`src/hdl/wave_player_params.svh`:
```
`ifndef WAVE_PLAYER_PARAMS_SVH
`define WAVE_PLAYER_PARAMS_SVH

// Width of one sample word, as stored in the RAM and sent on tdata
`define WP_SAMPLE_WIDTH 32

// RAM address width, which also sets the buffer depth to 2**WP_ADDR_WIDTH words
`define WP_ADDR_WIDTH 10

// Reader behaviour after the last beat
// 0 plays the buffer once and halts
// 1 wraps back to address 0 and keeps playing
`define WP_CONTINUOUS 0

`endif

```
`src/hdl/wave_player_pkg.sv`:
```
`include "wave_player_params.svh"

package wave_player_pkg;

  // One sample word, used for the RAM data and for the stream payload
  typedef logic [`WP_SAMPLE_WIDTH-1:0] sample_t;

  // RAM address, also used for the fill level and the last play index
  typedef logic [`WP_ADDR_WIDTH-1:0] addr_t;

  // Enable state of the streaming reader
  // In stream the reader holds tvalid high
  typedef enum logic
  {
    idle   = 1'b0,
    stream = 1'b1
  } reader_state_t;

endpackage

```
`src/hdl/axis_bram_reader.sv`:
```
`timescale 1ns/10ps
`include "wave_player_params.svh"

module axis_bram_reader
  import wave_player_pkg::*;
#(
  parameter bit continuous = `WP_CONTINUOUS
)
(
  input  logic    aclk,
  input  logic    aresetn,
  input  addr_t   cfg_last,
  input  logic    m_axis_tready,
  output sample_t m_axis_tdata,
  output logic    m_axis_tvalid,
  output logic    m_axis_tlast,
  output addr_t   rd_addr,
  input  sample_t rd_data
);

  reader_state_t state;
  reader_state_t state_next;
  addr_t         counter;
  addr_t         counter_next;

  // Counter is below the last index, so there is more to play
  logic more;

  // Counter sits on the last index
  logic at_last;

  // A beat is accepted this cycle
  logic beat;

  // Reader leaves idle this cycle
  logic start;

  // Value of counter and state after the tlast beat, set by the mode
  addr_t         end_counter;
  reader_state_t end_state;

  // Counter already played its word, so a restart moves on by one
  logic resume_step;

  assign more    = counter < cfg_last;
  assign at_last = counter == cfg_last;
  assign beat    = (state == stream) && m_axis_tready;
  assign start   = (state == idle) && more;

  generate
    if (continuous)
    begin : g_wrap
      // Play the buffer again from address 0
      assign end_counter = '0;
      assign end_state   = stream;
      assign resume_step = 1'b0;
    end
    else
    begin : g_stop
      logic drained;

      // Set once the tlast beat has gone out, cleared again on restart
      always_ff @(posedge aclk)
      begin
        if (!aresetn)
        begin
          drained <= 1'b0;
        end
        else if (start)
        begin
          drained <= 1'b0;
        end
        else if (beat && at_last)
        begin
          drained <= 1'b1;
        end
      end

      // Halt on the last index and wait for the host to raise cfg_last
      assign end_counter = counter;
      assign end_state   = idle;
      assign resume_step = drained;
    end
  endgenerate

  always_comb
  begin
    counter_next = counter;
    state_next   = state;
    if (start)
    begin
      state_next = stream;
      if (resume_step)
      begin
        counter_next = counter + 1'b1;
      end
    end
    else if (beat)
    begin
      if (at_last)
      begin
        counter_next = end_counter;
        state_next   = end_state;
      end
      else if (more)
      begin
        counter_next = counter + 1'b1;
      end
    end
  end

  always_ff @(posedge aclk)
  begin
    if (!aresetn)
    begin
      counter <= '0;
      state   <= idle;
    end
    else
    begin
      counter <= counter_next;
      state   <= state_next;
    end
  end

  // The RAM is fed the counter value of the next cycle, so its registered
  // output lines up with counter and accepted beats go out back to back
  assign rd_addr = counter_next;

  assign m_axis_tdata  = rd_data;
  assign m_axis_tvalid = state == stream;
  assign m_axis_tlast  = (state == stream) && at_last;

endmodule

```
`config.mk`:
```
export PLATFORM = sky130hd
export DESIGN_NAME = axis_bram_reader
export DESIGN_NICKNAME = d
export VERILOG_FILES = /design/src/hdl/wave_player_pkg.sv /design/src/hdl/axis_bram_reader.sv
export VERILOG_INCLUDE_DIRS = /design/src /design/src/hdl
export SDC_FILE = /design/constraint.sdc
export NUM_CORES = 1
export LEC_CHECK = 0
export BUFFER_PORTS_ARGS = -buffer_cell sky130_fd_sc_hd__buf_2
export CAP_MARGIN = 10
export CORE_UTILIZATION = 45
export DETAILED_ROUTE_END_ITERATION = 16
export GPL_TIMING_DRIVEN = 0
export PLACE_DENSITY_LB_ADDON = 0.05
export SETUP_SLACK_MARGIN = 0.3
export SYNTH_ARGS = -nofsm -noshare
export SYNTH_HDL_FRONTEND = slang
export SYNTH_SLANG_ARGS = --single-unit
```
`constraint.sdc`:
```
create_clock -name aclk -period 4.1 [get_ports aclk]
set_input_delay 0.615 -clock aclk [delete_from_list [all_inputs] [get_ports aclk]]
set_output_delay 0.615 -clock aclk [all_outputs]
set_load 0.03 [all_outputs]
```
# ---- Word-level counts from Yosys, hierarchy flattened
# Index checks and enable logic that the tools add are counted.
dict set report classes {
  eq_ne 1
  order_cmp 1
  bitwise 2
  n_reduce_logical 8
  mux 8
  addsub 1
}
# cell count
set ops {}
lappend ops {{two-way mux 10 bit} 5}
lappend ops {{adder 10 x 1 -> 10 bit, second input constant} 1}
lappend ops {{== test 10 bit} 1}
lappend ops {{< comparator 10 bit} 1}
lappend ops {{logical AND 1 bit} 4}
lappend ops {{nonzero test 2 bit} 2}
lappend ops {{two-way mux 1 bit} 3}
lappend ops {{inverter 1 bit} 2}
lappend ops {{AND reduction 2 bit} 1}
lappend ops {{OR reduction 2 bit} 1}
dict set report totals {
  elab_cells 24
  inputBits 45
  out_inout_bits 44
  ff_bits 12
}

# ---- Longest topological paths before layout
# Gate-level depths: netlist of run 1.
dict set report depth {
  depth_word 5
  mapped_depth 8
}

# ---- Worst setup path before layout of run 1
# No wires, ideal clock.
dict set report synth_path {
  kind {input-to-output}
  start {input cfg_last[7]}
  end {output rd_addr[6]}
  path_slack_ns 1.056
  stages 8
  arrival_ns 2.429
  path_cell_list {inv_1 > ha_1 > a211o_1 > a21oi_2 > o211ai_2 > buf_6 > nor4_4 > xor2_1}
}
dict set report synth_via {
  elab_chain_len 5
  word_cells_on_any_way 7
  classes_between {order compare (1); eq/ne (1); mux (4); reduce/logical (1)}
}
# element line_no
set synth_rtl {}
lappend synth_rtl {{start, declared} axis_bram_reader.sv:12} ;# input addr_t cfg_last,
lappend synth_rtl {{< comparator 10 bit} axis_bram_reader.sv:45} ;# assign more = counter < cfg_last;
lappend synth_rtl {{two-way mux 10 bit} axis_bram_reader.sv:105} ;# else if (more)
lappend synth_rtl {{two-way mux 10 bit} axis_bram_reader.sv:100} ;# if (at_last)
lappend synth_rtl {{two-way mux 10 bit} axis_bram_reader.sv:98} ;# else if (beat)
lappend synth_rtl {{two-way mux 10 bit *} axis_bram_reader.sv:90} ;# if (start)
lappend synth_rtl {{end, declared} axis_bram_reader.sv:17} ;# output addr_t rd_addr,
# Every way passes the cells marked *; elsewhere a longest branch is shown, timed or not.

# ---- Worst setup path after layout of run 1
dict set report layout_path {
  start {input cfg_last[4]}
  end {output rd_addr[1]}
}
# Same word-level chain as after synthesis.

==> summary.md, run 1 <==
| Metric | Value |
|---|---|
| Routing usage on met3 | under 10% |
| Largest net degree at the start of global routing | 11 |
| Fmax | about 320 MHz |
| GR Util All Layers | 18.39% |
| PortBufs | 56 |
| Core region area | about 0.0026 sq mm |
| Ys flop type | dfxtp_1 |
| Most frequent cells in the layout | buf_2 (56), buf_4 (33), nand2_1 (18), inv_1 (13), dfxtp_1 (12) |
| Pwr/cell area | 190.5 mW/mm^2 |
| Share of cells above drive strength 1 | between 40% and 50% |
| # H-tree levels | 1 |
| Routed length per placed instance | 11.24 microns |
| Syn Nets | 208 |
| Slew margin rel. | about 70% |
| Worst IR Drop VDD | around 130 uV |
| CP Capture Type | output port |
| Max Cap Viol | 0 |
| Die Y | 55.13 microns |
| Die width | 55.13 microns |
| Syn Inst Count | 152 |
| Outcome | complete, no violations |
| Fin. Hold Viols | 0 |
| Mapped cell area | 0.001270 sq mm |
| Met2 GRT Util | 35.94% |
| First-pass GRT wire length | ~4000 microns |
| Final setup fails | 0 |
| Routed via count | 1212 |
| Detail Route Antenna Nets | 0 |
| Drt drc | 0 |
| Grt peak-use layer | met2 |
| Vias in the first global route | 957 |
| First-pass DRT Iterations | 4 |
| Row Count | 18 |
| Clk pin slew, worst setup/hold paths | roughly 0.07 ns |
| Placed cells | 238 |
| Post-CTS Setup Inserts | 0 |
| Die area | approximately 0.0030 sq mm |
| Worst skew pair latency | ~0.27 ns |
| Register area share after synthesis | a little under a fifth |
| ANT cells | 0 |
| Unrepaired setup endpoints after global routing | no |
| HPWL Detailed | approximately 2300 microns |
| Power, Total | about 310 uW |
| Lkg Pwr | a little under 0.0009 uW |
| Global route overflow | 0 |
| Starting DRT DRC Count | 20 |
| Vias/cell | between 5 and 6 |
| Initial antenna violation count | 0 |
| CP Launch Type | primary input |
| DRT Wirelength | around 2700 microns |
| Worst Hold Class | register to register |
| CTS tree | built |
| Final worst path period share | 76.22% |
| Fin Setup TNS | 0 ns |
| Fillers | around 230 |
| Arrival @ worst endpoint | approximately 2.5 ns |
| Ys async rst share | 0% |
| Post-synth EDFFs | 0 |
| Root Buffer | clkbuf_4 |
| Max Slew Vio Count | 0 |
| Average cell area after synthesis | around 8.4 sq um |
| CTS Sinks | 12 |
| Grt met1 use | about a fifth |
| I/O pin count | slightly below 90 |
| CP max FO | 10 |
| CP Class | primary input to output port |
| Period minus WS final | between 3 and 4 ns |
| Setup Skew | roughly 0.00087 ns |
| TritonCTS Buffers | 3 |
| YS warnings | 0 |
| Gp weighted congestion | between 0.8 and 0.9 |
| Yosys cell types | 33 |
| Final Net Count | about 270 |
| Initial core utilization | around 49% |
| Yosys reg bits | 12 |
| Max clock buf depth | 2 |
| Post_cts resized | 0 |
| Commonest non-fill, non-tap cell in the layout | buf_2 |
| Worst EP required | between 3 and 4 ns |
| Syn-to-layout area delta | 26.80% |
| Post-route insts no fill | 241 |
| Actual slew at the worst max-slew pin | ~0.45 ns |
| Hold-fix buffer count after cts | 0 |
==> report_power, final <==
part           switching, uW  internal, uW  leakage [uW]  total [uW]
Combinational           67.4          46.3      0.000784         114
Clock                   39.2          34.0     0.0000138        73.2
Sequential              1.76           118     0.0000972         120
==> layer usage <==
layer  share of wire (%)  vias up
met5                   0        -
met4                0.37        0
met3                  12        2
met2                  51       78
met1                  37      530
li1                    -      602
==> worst max-delay path: stages <==
cell and delay [ns]:
buf_2 0.07, inv_1 0.04, ha_1 0.28, nand4_1 0.20
nor3_2 0.29, a2bb2oi_2 0.19, buf_4 0.23, nor2_2 0.10
mux2_1 0.32, buf_2 0.18
==> layout make-up <==
cell class	count	area (sq um)	share of cell area, %
Buffer	36	266.5	16.55
Clock buffer	3	22.52	1.399
Inverter	13	48.80	3.030
Multi-Input combinational cell	91	714.4	44.37
Sequential cell	12	240.2	14.92
Tap cell	30	37.54	2.331
Timing Repair Buffer	56	280.3	17.40
==> cell usage after synthesis, drive strengths merged (2+ instances only) <==
master | instances | area share [%]
a21oi | 6 | 2.7
ha | 11 | 11
and2 | 2 | 0.99
nand2b | 7 | 3.4
o31ai | 2 | 1.2
xor2 | 6 | 4.1
dfxtp | 12 | 19
nand4 | 4 | 2.5
buf | 34 | 20
nor3 | 5 | 3.9
nor4 | 2 | 2.2
mux2i | 8 | 6.3
nand3 | 3 | 1.2
o21a | 2 | 1.2
clkbuf | 2 | 0.59
and3 | 2 | 0.99
inv | 13 | 3.8
or4 | 2 | 1.2
a211o | 2 | 1.4
nand2 | 18 | 5.3
==> state kept, by name (all words and copies together) (netlist names) <==
signal          count
g_stop.drained      1
m_axis_tvalid       1
counter            10
==> worst paths after layout <==
path	startpoint	end	slack (ns)	cells after the start
worst min-delay path	g_stop.drained	g_stop.drained	0.50	2
worst max-delay path	cfg_last[4]	rd_addr[1]	0.97	10
worst max register to register	counter[2]	counter[8]	2.01	7
worst min register to register	g_stop.drained	g_stop.drained	0.50	2
==> metrics by stage <==
stage               cell area (sq um)  worst slack, ns  hold slack [ns]  util [%]
floorplan                        1270            1.056           0.4600         -
global placement                 1588            1.027           0.4689     61.84
detailed placement               1588           0.9763           0.4941     61.84
CTS                              1610           0.9731           0.5063     62.72
global route                     1610           0.8395           0.5442     62.72
finish                           1610           0.9748           0.5010     62.72
==> cells by family after synthesis <==
group	share of synthesized area, %
buffers and inverters	24.83
and+or+nand+nor	23.84
AOI/OAI and AO/OA	9.555
DFF	18.92
adders and majority gates	10.84
muxes	7.192
xor gates and xnor gates	4.828
(Power assumes the default switching activity.)
==> inputs of run 2 (changes only) <==
--- a/config.mk
+++ b/config.mk
@@ -8,7 +8,7 @@
 export LEC_CHECK = 0
 export BUFFER_PORTS_ARGS = -buffer_cell sky130_fd_sc_hd__buf_2
 export CAP_MARGIN = 10
-export CORE_UTILIZATION = 45
+export CORE_UTILIZATION = 37
 export DETAILED_ROUTE_END_ITERATION = 16
 export GPL_TIMING_DRIVEN = 0
 export PLACE_DENSITY_LB_ADDON = 0.05
==> constraint.sdc (replaced) <==
create_clock -name aclk -period 2.65 [get_ports aclk]
set_input_delay 0.3975 -clock aclk [delete_from_list [all_inputs] [get_ports aclk]]
set_output_delay 0.3975 -clock aclk [all_outputs]
set_load 0.03 [all_outputs]
==> summary.md, run 2 (synthesis gave the netlist of run 1 again) <==
| Metric | Value |
|---|---|
| Outcome | complete, no violations |
| Seq. cell area | approximately 260 sq um |
| Gp weighted congestion | slightly below 0.8 |
| Reg with most FFs | counter |
| CP Launch Type | register |
| TritonCTS Buffers | 3 |
| Drt drc | 0 |
| CP max FO | 5 |
| Max clock buf depth | 2 |
| Fillers | 255 |
| Setup Skew | about 0.0077 ns |
| Period minus WS final | about 2.6 ns |
| Die area | 0.003671 sq mm |
| CP Capture Type | output port |
| Actual slew at the worst max-slew pin | 0.4532 ns |
| # H-tree levels | 1 |
| Vias/cell | 4.692 |
| First-pass DRT Iterations | 4 |
| Fmax | between 300 and 400 MHz |
| Post-Route Utilization | about two thirds |
| Root Buffer | clkbuf_4 |
| Initial core utilization | roughly two fifths |
| Row Count | 20 |
| Fin Setup TNS | 0 ns |
| Worst IR Drop VDD | roughly 160 uV |
| Final worst path period share | between 90 and 100% |
| Hold-fix buffer count after cts | 0 |
| Commonest non-fill, non-tap cell in the layout | buf_4 |
| ANT cells | 0 |
| Most frequent cells in the layout | buf_4 (52), buf_2 (46), nand2_1 (15), inv_1 (11), buf_6 (11) |
| HPWL Detailed | ~2400 microns |
| Core region area | 0.003153 sq mm |
| Max Cap Viol | 0 |
| Worst Hold Class | primary input to register |
| First-pass GRT wire length | approximately 5200 microns |
| CTS tree | built |
| Worst EP required | 2.25 ns |
| Initial antenna violation count | 0 |
| GR Util All Layers | 19.03% |
| Max Slew Vio Count | 0 |
| Final Net Count | between 200 and 300 |
| Share of cells above drive strength 1 | 68.53% |
| PortBufs | 56 |
| Lkg Pwr | between 0.001 and 0.0015 uW |
| Footprint of the multi-input gates | 947.2 sq um |
| Final setup fails | 0 |
| I/O pin count | 89 |
| Vias in the first global route | 1276 |
| Clk pin slew, worst setup/hold paths | 0.08 ns |
| Worst skew pair latency | 0.27 ns |
| CTS Sinks | 12 |
| Die width | between 60 and 70 microns |
| CP Class | register to output port |
| Die Y | between 60 and 70 microns |
| Slew margin rel. | 69.79% |
| Unrepaired setup endpoints after global routing | yes |
| DRT Wirelength | 3279 microns |
| Syn-to-layout area delta | 67.68% |
| Routed length per placed instance | between 10 and 15 microns |
| Detail Route Antenna Nets | 0 |
| Global route overflow | 0 |
| Starting DRT DRC Count | 29 |
| Arrival @ worst endpoint | roughly 2.2 ns |
| Routed via count | roughly 1300 |
| Max reg flops | 10 |
| Fin. Hold Viols | 0 |
| Pwr/cell area | 237.2 mW/mm^2 |
| Largest net degree at the start of global routing | 11 |
-- run 2: routing by layer --
metal | global-route usage [%] | routed length [microns] | up-vias
li1 | - | - | 640
met1 | 21.57 | 1254 | 576
met2 | 36.58 | 1737 | 75
met3 | 2.772 | 262 | 4
met4 | 5.519 | 24 | 0
met5 | 0 | 0 | -
-- run 2: repair_timing --
item	4_1_cts	5_1_grt
buffers inserted	17	3
pin swaps	20	4
cloned	1	0
endpoints found under the setup margin	10	10
gates resized for setup	55	2
-- run 2: worst max-delay path, stage by stage (launching register included) --
cell and delay (ns):
dfxtp_4 0.36, ha_4 0.26, nand4_1 0.21, a211o_1 0.36, o211ai_4 0.16, buf_8 0.19
nor3_4 0.06, xor2_2 0.19, buf_6 0.16
-- run 2: final timing paths --
check | from | end | slack, ns | depth (start not counted)
worst max register to register | counter[3] | counter[2] | 0.58 | 9
worst max-delay path | counter[3] | rd_addr[7] | 0.03 | 8
worst min-delay path | m_axis_tready | m_axis_tvalid | 0.46 | 3
worst min register to register | g_stop.drained | g_stop.drained | 0.49 | 2
-- run 2: power breakdown --
part	internal (uW)	switching, uW
sequential	178	2.82
clock	52.6	62.3
combinational	91.7	118
-- run 2: area by class of cell --
type	instances	area share, %
clock buffer	3	1.058
tap	44	2.585
timing repair buffer	77	24.09
inverter	13	2.526
multi-input combinational	91	44.48
buffer	36	12.87
sequential	12	12.40
-- run 2: stage by stage --
| stage | instances | total power, uW | setup WS [ns] | area [sq um] | hold slack, ns |
|---|---|---|---|---|---|
| after floorplan | 152 | 327.4 | 0.2496 | 1350 | 0.4600 |
| after global placement | 252 | 368.6 | 0.01242 | 1685 | 0.4677 |
| after detailed placement | 252 | 371.9 | -0.01579 | 1685 | 0.4804 |
| after CTS | 273 | 505.1 | 0.03710 | 2093 | 0.4511 |
| after global routing | 276 | 531.2 | -0.04927 | 2130 | 0.4671 |
| final | 276 | 505.1 | 0.02797 | 2130 | 0.4562 |
