==> src/hdl/wave_player_params.svh <==
`ifndef WAVE_PLAYER_PARAMS_SVH
`define WAVE_PLAYER_PARAMS_SVH

// Width of one sample word, as stored in the RAM and sent on tdata
`define WP_SAMPLE_WIDTH 32

// RAM address width, which also sets the buffer depth to 2**WP_ADDR_WIDTH words
`define WP_ADDR_WIDTH 10

// Reader behaviour after the last beat
// 0 plays the buffer once and halts
// 1 wraps back to address 0 and keeps playing
`define WP_CONTINUOUS 0

`endif

==> src/hdl/wave_player_pkg.sv <==
`include "wave_player_params.svh"

package wave_player_pkg;

  // One sample word, used for the RAM data and for the stream payload
  typedef logic [`WP_SAMPLE_WIDTH-1:0] sample_t;

  // RAM address, also used for the fill level and the last play index
  typedef logic [`WP_ADDR_WIDTH-1:0] addr_t;

  // Enable state of the streaming reader
  // In stream the reader holds tvalid high
  typedef enum logic
  {
    idle   = 1'b0,
    stream = 1'b1
  } reader_state_t;

endpackage

==> src/hdl/sample_loader.sv <==
`timescale 1ns/10ps

module sample_loader
  import wave_player_pkg::*;
(
  input  logic    aclk,
  input  logic    aresetn,
  input  logic    load_clear,
  input  logic    load_valid,
  input  sample_t load_data,
  output logic    wr_en,
  output addr_t   wr_addr,
  output sample_t wr_data,
  output addr_t   fill_count
);

  // The fill counter cannot represent the full depth in addr_t,
  // so it stops one word short of it
  localparam addr_t fill_max = '1;

  // Address that the next host word goes to
  addr_t next_addr;

  // Address for a write in this cycle, with a clear taking effect at once
  addr_t base_addr;

  assign base_addr = load_clear ? '0 : next_addr;

  // Write strobe, write address and the running address counter
  always_ff @(posedge aclk)
  begin
    if (!aresetn)
    begin
      wr_en     <= 1'b0;
      wr_addr   <= '0;
      next_addr <= '0;
    end
    else
    begin
      wr_en <= load_valid;
      if (load_valid)
      begin
        wr_addr   <= base_addr;
        next_addr <= base_addr + 1'b1;
      end
      else if (load_clear)
      begin
        next_addr <= '0;
      end
    end
  end

  // Fill level moves on the same edge that issues the RAM write
  always_ff @(posedge aclk)
  begin
    if (!aresetn)
    begin
      fill_count <= '0;
    end
    else if (load_clear)
    begin
      fill_count <= addr_t'(load_valid);
    end
    else if (load_valid && (fill_count != fill_max))
    begin
      fill_count <= fill_count + 1'b1;
    end
  end

  // Payload is only captured when a word arrives
  always_ff @(posedge aclk)
  begin
    if (load_valid)
    begin
      wr_data <= load_data;
    end
  end

endmodule

==> config.mk <==
export PLATFORM = sky130hd
export DESIGN_NAME = sample_loader
export DESIGN_NICKNAME = d
export VERILOG_FILES = /design/src/hdl/wave_player_pkg.sv /design/src/hdl/sample_loader.sv
export VERILOG_INCLUDE_DIRS = /design/src /design/src/hdl
export SDC_FILE = /design/constraint.sdc
export NUM_CORES = 1
export LEC_CHECK = 0
export BUFFER_PORTS_ARGS = -buffer_cell sky130_fd_sc_hd__buf_4
export CORE_ASPECT_RATIO = 1.25
export CORE_UTILIZATION = 48
export DETAILED_ROUTE_END_ITERATION = 8
export PLACE_DENSITY = 0.78
export SYNTH_ARGS = -nofsm -noshare
export SYNTH_HDL_FRONTEND = slang
export SYNTH_SLANG_ARGS = --single-unit
export TNS_END_PERCENT = 1
==> constraint.sdc <==
create_clock -name aclk -period 2.3 [get_ports aclk]
set_input_delay 0.23 -clock aclk [delete_from_list [all_inputs] [get_ports aclk]]
set_output_delay 0.23 -clock aclk [all_outputs]
set_load 0.01 [all_outputs]
# After elaboration in Yosys (flattened, before gate mapping)
# Index checks and enable logic that the tools add are counted.
# word_totals
out_inout_bits	53
elab_cells	17
reg_bits	63
# op_classes
addsub	2
reduce_logical	3
bitwise_logic	1
n_eq_ne	1
muxes	4
# ops
operator	n
$add 10x1->10 const B	2
$mux 10	2
$ne 10x10->1 const B	1
$mux 1	2
$reduce_bool 2->1	1
$reduce_or 2->1	1
$logic_and 1x1->1	1
$not 1->1	1

# Depth between registers and ports, before layout
# Gate-level depths: netlist of run 1.
# depth
depth_word	4
mapped_depth	6
depth_no_buf	5

# Least setup slack after synthesis of run 1
# OpenSTA, ideal clock, no wires.
# synth_timing
kind	reg-to-reg
start	register fill_count[0]
end	register fill_count[5]
path_stages_with_launch	7
required_ps	2229
t_arrival_ps	1643
setup_slack_ps	586
setup_time_ps	71
path_cell_list	dfxtp_1 -> ha_1 -> and3_1 -> buf_6 -> a31o_1 -> or4_1 -> a21oi_1
# synth_via
elab_chain_len	2
elab_cells_between_ends	3
# synth_rtl
element	line	source
start, declared	sample_loader.sv:14	output addr_t fill_count
start signal, assigned	sample_loader.sv:62	fill_count <= addr_t'(load_valid);
start signal, assigned	sample_loader.sv:66	fill_count <= fill_count + 1'b1;
branches (longest 2 deep; another with $add 10x1->10)	--	
# Several ways; the timed one is not identified.
# A chain may end at the register's enable or synchronous reset.

# Final worst setup path of run 1
# Same ends and word-level chain as after synthesis.

==> flow_metrics.py, run 1 <==
metrics = {
    "outcome": {
        "outcome": "completed",
    },
    "power": {
        "leakagePower_nw": 1.34,
        "p_per_area_mw_per_mm2": 723,
        "ir_drop_uv": 536,
    },
    "clock_tree": {
        "insertion_delay_ns": 0.33,
        "cts_root_buf": "clkbuf_8",
        "hold_buffers": 0,
        "clk_pin_slew_ns": 0.07,
        "cts_buffers": 9,
        "tritoncts": "yes",
        "cts_setup_buffers": 0,
        "clock-sinks": 63,
        "h-tree-depth": 3,
        "clk_path_buf_depth": 2,
        "cts_resized": 0,
    },
    "grt": {
        "grt_pass1_wl_mm": 7.53,
        "antenna_found_initial": 0,
        "grt_use_total": 0.198,
        "grt_max_degree": 35,
        "overflow": 0,
        "grt_pass1_vias": 1541,
    },
    "floorplan": {
        "core_area_sq_mm": 0.00476,
        "num_rows": 28,
        "die_width_microns": 64.9,
        "die_h_microns": 80.7,
        "initial_utilization": 0.499,
        "die-area_sq_mm": 0.00524,
        "io_pins": 89,
    },
    "sta": {
        "skew_ns": 0.00646,
        "fin_tns_setup_ns": 0,
        "rsz0062_at_grt": "false",
        "hold_viol_final": 0,
        "tightestPinTransition_ns": 0.533,
        "maxSlewViolCount": 0,
        "min_period_over_period": 0.764,
        "setup_violations": 0,
        "fmax_mhz": 569,
        "fin_crit_ns": 1.76,
        "maxSlewHeadroom": 0.645,
    },
    "layout": {
        "fin_area_sq_mm": 0.00326,
        "fillers": 380,
        "multi_input_area_sq_um": 729,
        "drive_gt1_frac": 0.385,
        "final_nets": 312,
        "layout_commonest_cell": "buf_4",
        "seq_area_sq_mm": 0.00158,
        "diodes": 0,
        "syn_to_final_growth_pct": 37.0,
        "most-common-layout-cells": "89 x buf_4, 32 x edfxtp_1, 31 x dfxtp_1, 13 x nor2b_1, 13 x nor2_1",
        "post-route-util": 0.684,
    },
    "placement": {
        "gp_congestion": 0.748,
        "dpl-instance-area_sq_mm": 0.00307,
        "place.port_buffers": 88,
        "hpwl_mm": 3.60,
    },
    "yosys": {
        "ys_warn_count": 0,
        "synthCells": 183,
        "synthFlopType": "edfxtp_1",
        "synthesis.nets": 221,
        "avgSynthCellArea_sq_um": 13.0,
        "syn-cell-area_sq_mm": 0.00238,
        "synth_edf_count": 32,
        "ys_async_sr_fraction": 0,
        "synth-seq-cells": 63,
        "synthTopCellsByArea": "edfxtp_1 40%, dfxtp_1 26%, nor2b_1 3.4%",
        "synth_cell_types": 37,
        "yosysTopAreaCell": "edfxtp_1",
        "yosys.area.top_type_share": 0.404,
        "yosysSeqAreaShare": 0.665,
    },
    "drt": {
        "drt-wirelength-per-cell_microns": 14.5,
        "vias": 1726,
        "first_pass_iters": 4,
        "drt_iter0_markers": 106,
        "detail-route-antenna-nets": 0,
        "drcViolationCount": 0,
        "finalWirelength_mm": 4.89,
        "via_per_inst": 5.11,
    },
    "hold_path": {
        "hp-class": "input port to flop",
    },
    "job": {
        "cap_violations": 0,
    },
    "setup_path": {
        "r2r_setup_slack_ns": 0.54,
        "worstSetupStartpointType": "flop",
        "arrival_ns": 2.01,
        "criticalPathCategory": "flop to flop",
        "required_ns": 2.56,
        "cp-end-kind": "flop",
        "crit_fanout": 7,
    },
}
## report_power, final
| part | leakage (nW) | internal [mW] | switching [mW] |
|---|---|---|---|
| clock network | 0.0928 | 0.518 | 0.390 |
| logic | 0.680 | 0.108 | 0.0866 |
| registers | 0.564 | 1.24 | 0.0169 |
| total | 1.34 | 1.86 | 0.494 |
## registers in the layout, summed over array words and instances (netlist names)
register,count
wr_data,32
next_addr,10
wr_en,1
wr_addr,10
fill_count,10
## through the flow
step / hold slack (ns) / setup WS (ns) / instances / total power [mW]
floorplan: 0.329 / 0.586 / 183 / 1.34
global placement: 0.408 / 0.601 / 323 / 1.47
detailed placement: 0.409 / 0.562 / 323 / 1.47
CTS: 0.0530 / 0.541 / 338 / 2.39
global route: 0.0548 / 0.447 / 338 / 2.44
finish: 0.0699 / 0.543 / 338 / 2.36
## layer usage
metal  GRT usage  vias to the layer above  routed length (microns)  share of wire
met1       0.239                      792                     2070           0.42
met3      0.0696                        8                      455          0.093
met2       0.311                       82                     2290           0.47
met4       0.100                        0                       82          0.017
met5           0                        -                        0              0
li1            -                      844                        -              -
## path summary, 6_finish.rpt
kind / startpoint / endpoint / cells after the start
hold reg to reg: wr_addr[3] / wr_addr[3] / 2
setup / recovery: fill_count[0] / fill_count[5] / 5
setup reg to reg: fill_count[0] / fill_count[5] / 5
hold / removal: load_data[4] / wr_data[4] / 1
## synth_stat cells (3+ instances only)
master,n
and2_1,9
clkbuf_1,5
a31oi_1,4
nand3_1,3
xnor2_1,8
dfxtp_1,31
nor2_1,13
nor2b_1,13
nand4_1,9
nand2_1,6
a21boi_0,3
edfxtp_1,32
a21oi_1,3
mux2i_1,8
xor2_1,3
inv_1,3
## final cells by class
type,instances,share of cell area
tap,60,0.0231
timing repair buffer,89,0.205
clock buffer,11,0.0434
inverter,4,0.00461
multi-input combinational,107,0.224
sequential,63,0.486
clock inverter,4,0.0142
## critical path, stage by stage, from the launching register on
cell	delay [ns]
dfxtp_1	0.35
ha_1	0.23
and3_1	0.26
a31o_1	0.28
or4_1	0.40
a21oi_1	0.15
## cell families (layout without fill, tap and decap cells)
family                   Yosys count  count (layout)  share of synthesized area
buffers and inverters             13             108                     0.0279
multiplexers                       9               9                     0.0384
XOR/XNOR                          11              11                     0.0405
AND/OR/NAND/NOR                   63              63                      0.148
adder cells (fa/ha/maj)            2               2                     0.0105
flip-flops                        63              63                      0.665
AO/OA/AOI/OAI                     22              22                     0.0689
(Power assumes the default switching activity.)
==> run 2: changes to the inputs <==
Settings changed: CORE_UTILIZATION 48 to 43, PLACE_DENSITY 0.78 to 0.74.
Clock period 2.3 ns to 1.5 ns, I/O delays scaled along.
==> flow_metrics.py, run 2 (synthesis results as in run 1) <==
metrics = {
    "outcome": {
        "outcome": "finished with violations",
        "violations": "setup timing",
    },
    "setup_path": {
        "worstReg2RegStart": "fill_count[1]",
        "crit_chain": "ha_4, and3_4, a31o_1, or4_4, a21oi_2",
        "crit_fanout": 4,
        "worstSetupStartpointType": "flop",
        "crit_buf_inv": 0,
        "critical_path_depth": 5,
        "required_ns": 1.77,
        "cp-startpoint": "fill_count[1]",
        "critical-path-max-stage-delay_ns": 0.42,
        "criticalPathCategory": "flop to flop",
        "crit_path_end": "fill_count[5]",
        "path_delay_family": "simple AND/OR/NAND/NOR gates",
        "crit_slowest_cell": "or4_4",
        "arrival_ns": 1.79,
        "reg2reg_depth": 5,
        "r2r_setup_slack_ns": -0.02,
        "cp-end-kind": "flop",
        "r2r_end": "fill_count[5]",
    },
    "job": {
        "cap_violations": 0,
    },
    "layout": {
        "top_register": "wr_data",
        "largest_reg_flops": 32,
        "syn_to_final_growth_pct": 60.1,
        "most-common-layout-cells": "105 x buf_4, 32 x dlygate4sd3_1, 32 x edfxtp_1, 29 x dfxtp_1",
        "diodes": 0,
        "post-route-util": 0.733,
        "final_nets": 360,
        "drive_gt1_frac": 0.407,
        "layout_commonest_cell": "buf_4",
        "fin_cells": 389,
    },
    "placement": {
        "hpwl_mm": 3.67,
        "gp_congestion": 0.787,
        "place.port_buffers": 88,
        "dp.cells": 338,
        "dp_slack_ns": 0.00255,
    },
    "floorplan": {
        "io_pins": 89,
        "die_width_microns": 68.5,
        "die_h_microns": 85.1,
        "core_area_sq_mm": 0.00519,
        "die-area_sq_mm": 0.00583,
        "initial_utilization": 0.458,
        "num_rows": 29,
    },
    "sta": {
        "fmax_mhz": 659,
        "tightestPinTransition_ns": 0.514,
        "skew_ns": 0.0111,
        "hold_viol_final": 0,
        "fin_ws_ns": -0.0178,
        "maxSlewHeadroom": 0.657,
        "min_period_over_period": 1.01,
        "setup_violations": 1,
        "maxSlewViolCount": 0,
        "fin_crit_ns": 1.52,
        "rsz0062_at_grt": "true",
    },
    "clock_tree": {
        "h-tree-depth": 3,
        "cts_buffers": 9,
        "tritoncts": "yes",
        "clk_pin_slew_ns": 0.08,
        "clock-sinks": 63,
        "clk_path_buf_depth": 2,
        "cts_root_buf": "clkbuf_8",
        "insertion_delay_ns": 0.34,
    },
    "drt": {
        "vias": 1909,
        "drcViolationCount": 0,
        "drt-wirelength-per-cell_microns": 15.5,
        "detail-route-antenna-nets": 0,
        "finalWirelength_mm": 6.04,
        "first_pass_iters": 2,
        "via_per_inst": 4.91,
        "drt_iter0_markers": 84,
    },
    "power": {
        "leakagePower_nw": 1.59,
        "ir_drop_uv": 676,
        "p_per_area_mw_per_mm2": 1100,
    },
    "grt": {
        "grt_pass1_vias": 1811,
        "grt_max_degree": 41,
        "grt_pass1_wl_mm": 8.87,
        "antenna_found_initial": 0,
        "overflow": 0,
        "grt_use_total": 0.218,
    },
    "hold_path": {
        "hp-class": "input port to flop",
    },
}
## run 2: cell types whose count changed in the layout (fill, tap and decap cells not counted), sizes merged
cell / change
clkinvlp: -1
bufinv: +2
buf: +16
dlygate4sd3: +32
## run 2: worst min path at each step
stage,startpoint,to,slack (ns),cells past startpoint
3_3_place_gp,load_data[21],wr_data[21],0.33,1
3_5_place_dp,load_data[6],wr_data[6],0.33,1
4_1_cts,aresetn,wr_addr[6],0.16,2
5_1_grt,aresetn,wr_addr[5],0.16,2
6_report,aresetn,wr_addr[9],0.15,2
2_1_floorplan,load_data[0],wr_data[0],0.25,0
## run 2: metal layers
metal	track usage	share of wire	up-vias
met3	0.0793	0.094	4
met4	0.100	0.016	0
li1	-	-	939
met2	0.348	0.49	87
met1	0.256	0.40	879
met5	0	0	-
## run 2: timing repair
action,in CTS,in global routing
endpoints found under the hold margin,32,0
hold buffers,32,0
endpoints found under the setup margin,1,2
setup buffers,1,2
pin swaps,1,1
gates resized for setup,4,0
## run 2: worst register-to-register path: stages, from the launching register on
cell     delay (ns)
dfxtp_4        0.35
ha_4           0.16
and3_4         0.19
a31o_1         0.19
or4_4          0.42
a21oi_2        0.14
## run 2: final cells by class
cell class	count	area (sq um)
timing repair buffer	137	1110
fill	322	1380
sequential	63	1590
inverter	4	15.0
clock inverter	5	104
tap	62	77.6
multi-input combinational	107	759
clock buffer	11	151
## run 2: stage by stage
| step | area, sq um | TNS [ns] | total power, mW | hold WS, ns |
|---|---|---|---|---|
| finish | 3800 | -0.0178 | 4.17 | 0.148 |
| global route | 3800 | -0.0800 | 4.32 | 0.161 |
| CTS | 3790 | -0.0406 | 4.15 | 0.159 |
| detailed placement | 3190 | 0 | 2.27 | 0.329 |
| global placement | 3190 | 0 | 2.26 | 0.328 |
| floorplan | 2400 | -0.0569 | 2.05 | 0.249 |
## run 2: power by group
part	total (mW)	internal, mW	switching (mW)	leakage, nW
Sequential	1.92	1.89	0.0296	0.565
Combinational	0.392	0.231	0.161	0.897
Clock	1.85	1.19	0.659	0.130
Total	4.17	3.32	0.849	1.59
==> run 3: changes to the inputs <==
Settings changed: ABC_AREA set to 1, CORE_UTILIZATION 43 to 44, PLACE_DENSITY 0.74 to 0.75, SKIP_LAST_GASP set to 1.
==> flow_metrics.py, run 3 <==
metrics = {
    "yosys": {
        "synthesis.nets": 263,
        "synthFlopType": "edfxtp_1",
        "synth_compound_area_frac": 0.0642,
        "synth_edf_count": 32,
        "yosysMostFrequentCell": "nand2_1",
        "synth_mux_area_frac": 0,
        "synth_xor_area_frac": 0.0144,
        "yosys.area.top_type_share": 0.395,
        "avgSynthCellArea_sq_um": 10.8,
        "syn-cell-area_sq_mm": 0.00243,
        "ys_async_sr_fraction": 0,
        "synthAdderAreaFrac": 0.0103,
        "synthTopCellsByArea": "edfxtp_1 39%, dfxtp_1 25%, nand2_1 5.5%",
        "synth_simple_gate_area_share": 0.215,
        "synthCells": 225,
        "synth-seq-cells": 63,
        "synth_top_family_by_area": "simple AND/OR/NAND/NOR gates",
        "netlist_top_cells_count": "36 x nand2_1, 32 x edfxtp_1, 31 x dfxtp_1, 22 x nor2_1, 19 x inv_1",
        "ys_warn_count": 0,
        "yosysTopAreaCell": "edfxtp_1",
        "synth_cell_types": 31,
        "yosysSeqAreaShare": 0.650,
    },
    "grt": {
        "antenna_found_initial": 1,
        "overflow": 0,
        "grt_util_met3": 0.0403,
        "grt_pass1_wl_mm": 9.40,
        "grt_use_total": 0.224,
        "gr-usage-met2": 0.387,
        "grt_pass1_vias": 2056,
        "grt-busiest-layer": "met2",
        "grt_max_degree": 43,
        "met1_usage": 0.248,
    },
    "drt": {
        "drt-wirelength-per-cell_microns": 14.3,
        "drcViolationCount": 0,
        "drt_iter0_markers": 170,
        "vias": 2091,
        "detail-route-antenna-nets": 0,
        "finalWirelength_mm": 6.11,
        "first_pass_iters": 4,
        "via_per_inst": 4.89,
    },
    "outcome": {
        "outcome": "completed",
    },
    "layout": {
        "layout_commonest_cell": "buf_4",
        "syn_to_final_growth_pct": 53.2,
        "top_register": "wr_data",
        "drive_gt1_frac": 0.362,
        "largest_reg_flops": 32,
        "fin_area_sq_mm": 0.00373,
        "final_nets": 398,
        "fillers": 371,
        "most-common-layout-cells": "96 x buf_4, 36 x nand2_1, 32 x dlygate4sd3_1, 32 x edfxtp_1, 30 x dfxtp_1",
    },
    "sta": {
        "rsz0062_at_grt": "true",
        "fin_tns_setup_ns": 0,
        "min_period_over_period": 0.924,
        "hold_viol_final": 0,
        "tightestPinTransition_ns": 0.295,
        "fin_crit_ns": 1.39,
        "fin_ws_ns": 0.115,
        "skew_ns": 0.00550,
        "setup_violations": 0,
        "fmax_mhz": 722,
        "maxSlewViolCount": 0,
        "maxSlewHeadroom": 0.802,
        "fin_hold_ws_ns": 0.162,
    },
    "hold_path": {
        "hold_start": "load_clear",
        "hp-class": "input port to flop",
    },
    "power": {
        "p_per_area_mw_per_mm2": 996,
        "leakagePower_nw": 1.56,
        "ir_drop_uv": 583,
        "p_total_mw": 3.72,
    },
    "placement": {
        "place.port_buffers": 88,
        "hpwl_mm": 4.00,
        "dp_slack_ns": 0.0521,
        "dpl-instance-area_sq_mm": 0.00322,
        "gp_congestion": 0.826,
    },
    "floorplan": {
        "io_pins": 89,
        "num_rows": 29,
        "die_width_microns": 68.5,
        "die-area_sq_mm": 0.00584,
        "core_area_sq_mm": 0.00519,
        "initial_utilization": 0.469,
        "die_h_microns": 85.2,
    },
    "setup_path": {
        "cp-startpoint": "next_addr[1]",
        "arrival_ns": 1.65,
        "worstSetupStartpointType": "flop",
        "criticalPathCategory": "flop to flop",
        "worstReg2RegStart": "next_addr[1]",
        "crit_fanout": 3,
        "cp-end-kind": "flop",
        "required_ns": 1.76,
    },
    "clock_tree": {
        "clk_pin_slew_ns": 0.07,
        "cts_setup_buffers": 0,
        "clk_path_buf_depth": 2,
        "insertion_delay_ns": 0.34,
        "cts_root_buf": "clkbuf_8",
        "h-tree-depth": 3,
        "clock-sinks": 63,
        "cts_buffers": 9,
        "tritoncts": "yes",
    },
    "job": {
        "cap_violations": 0,
    },
}
run 3: cell families after synthesis:
group / count (synthesis)
flip-flops: 63
AO/OA/AOI/OAI: 29
XOR/XNOR: 4
adder cells (fa/ha/maj): 2
AND/OR/NAND/NOR: 101
buffers and inverters: 26
run 3: critical path, stage by stage (launching register included):
cell and delay [ns]:
dfxtp_1 0.35, inv_1 0.05, nor2_1 0.12, ha_1 0.18, nand2_1 0.08, nor2_2 0.13
nand2_1 0.09, o21a_1 0.19, nor3_1 0.11
run 3: path summary, 6_finish.rpt:
check                  to  slack, ns  cells past startpoint
max reg2reg  next_addr[6]       0.11                      8
min            wr_addr[5]       0.16                      4
max          next_addr[6]       0.11                      8
min reg2reg    wr_addr[4]       0.47                      2
run 3: what timing repair did:
action                                  CTS  global route
endpoints found under the hold margin    32             0
resized for setup                         0             3
endpoints found under the setup margin    0             9
hold buffers                             32             0
run 3: area by class of cell:
cell class / instances / area, sq um / share of cell area
tap: 62 / 77.6 / 0.0208
inverter: 21 / 81.3 / 0.0218
multi-input combinational: 136 / 744 / 0.200
timing repair buffer: 129 / 1060 / 0.284
sequential: 63 / 1580 / 0.424
antenna: 1 / 2.50 / 0.000671
clock buffer: 12 / 135 / 0.0362
clock inverter: 4 / 46.3 / 0.0124
run 3: routing by layer:
metal	part of all wire	routed length, microns	vias up
met1	0.39	2370	969
met2	0.53	3250	73
li1	-	-	1035
met4	0.026	159	0
met3	0.056	342	14
met5	0	0	-
run 3: power breakdown:
part	internal [mW]	switching, mW
combinational	0.228	0.178
clock	0.761	0.625
sequential	1.90	0.0277
total	2.89	0.830
run 3: metrics by stage:
stage | util | cells
2_1_floorplan | - | 225
3_3_place_gp | 0.621 | 379
3_5_place_dp | 0.621 | 379
4_1_cts | 0.717 | 427
5_1_grt | 0.719 | 428
6_report | 0.719 | 428
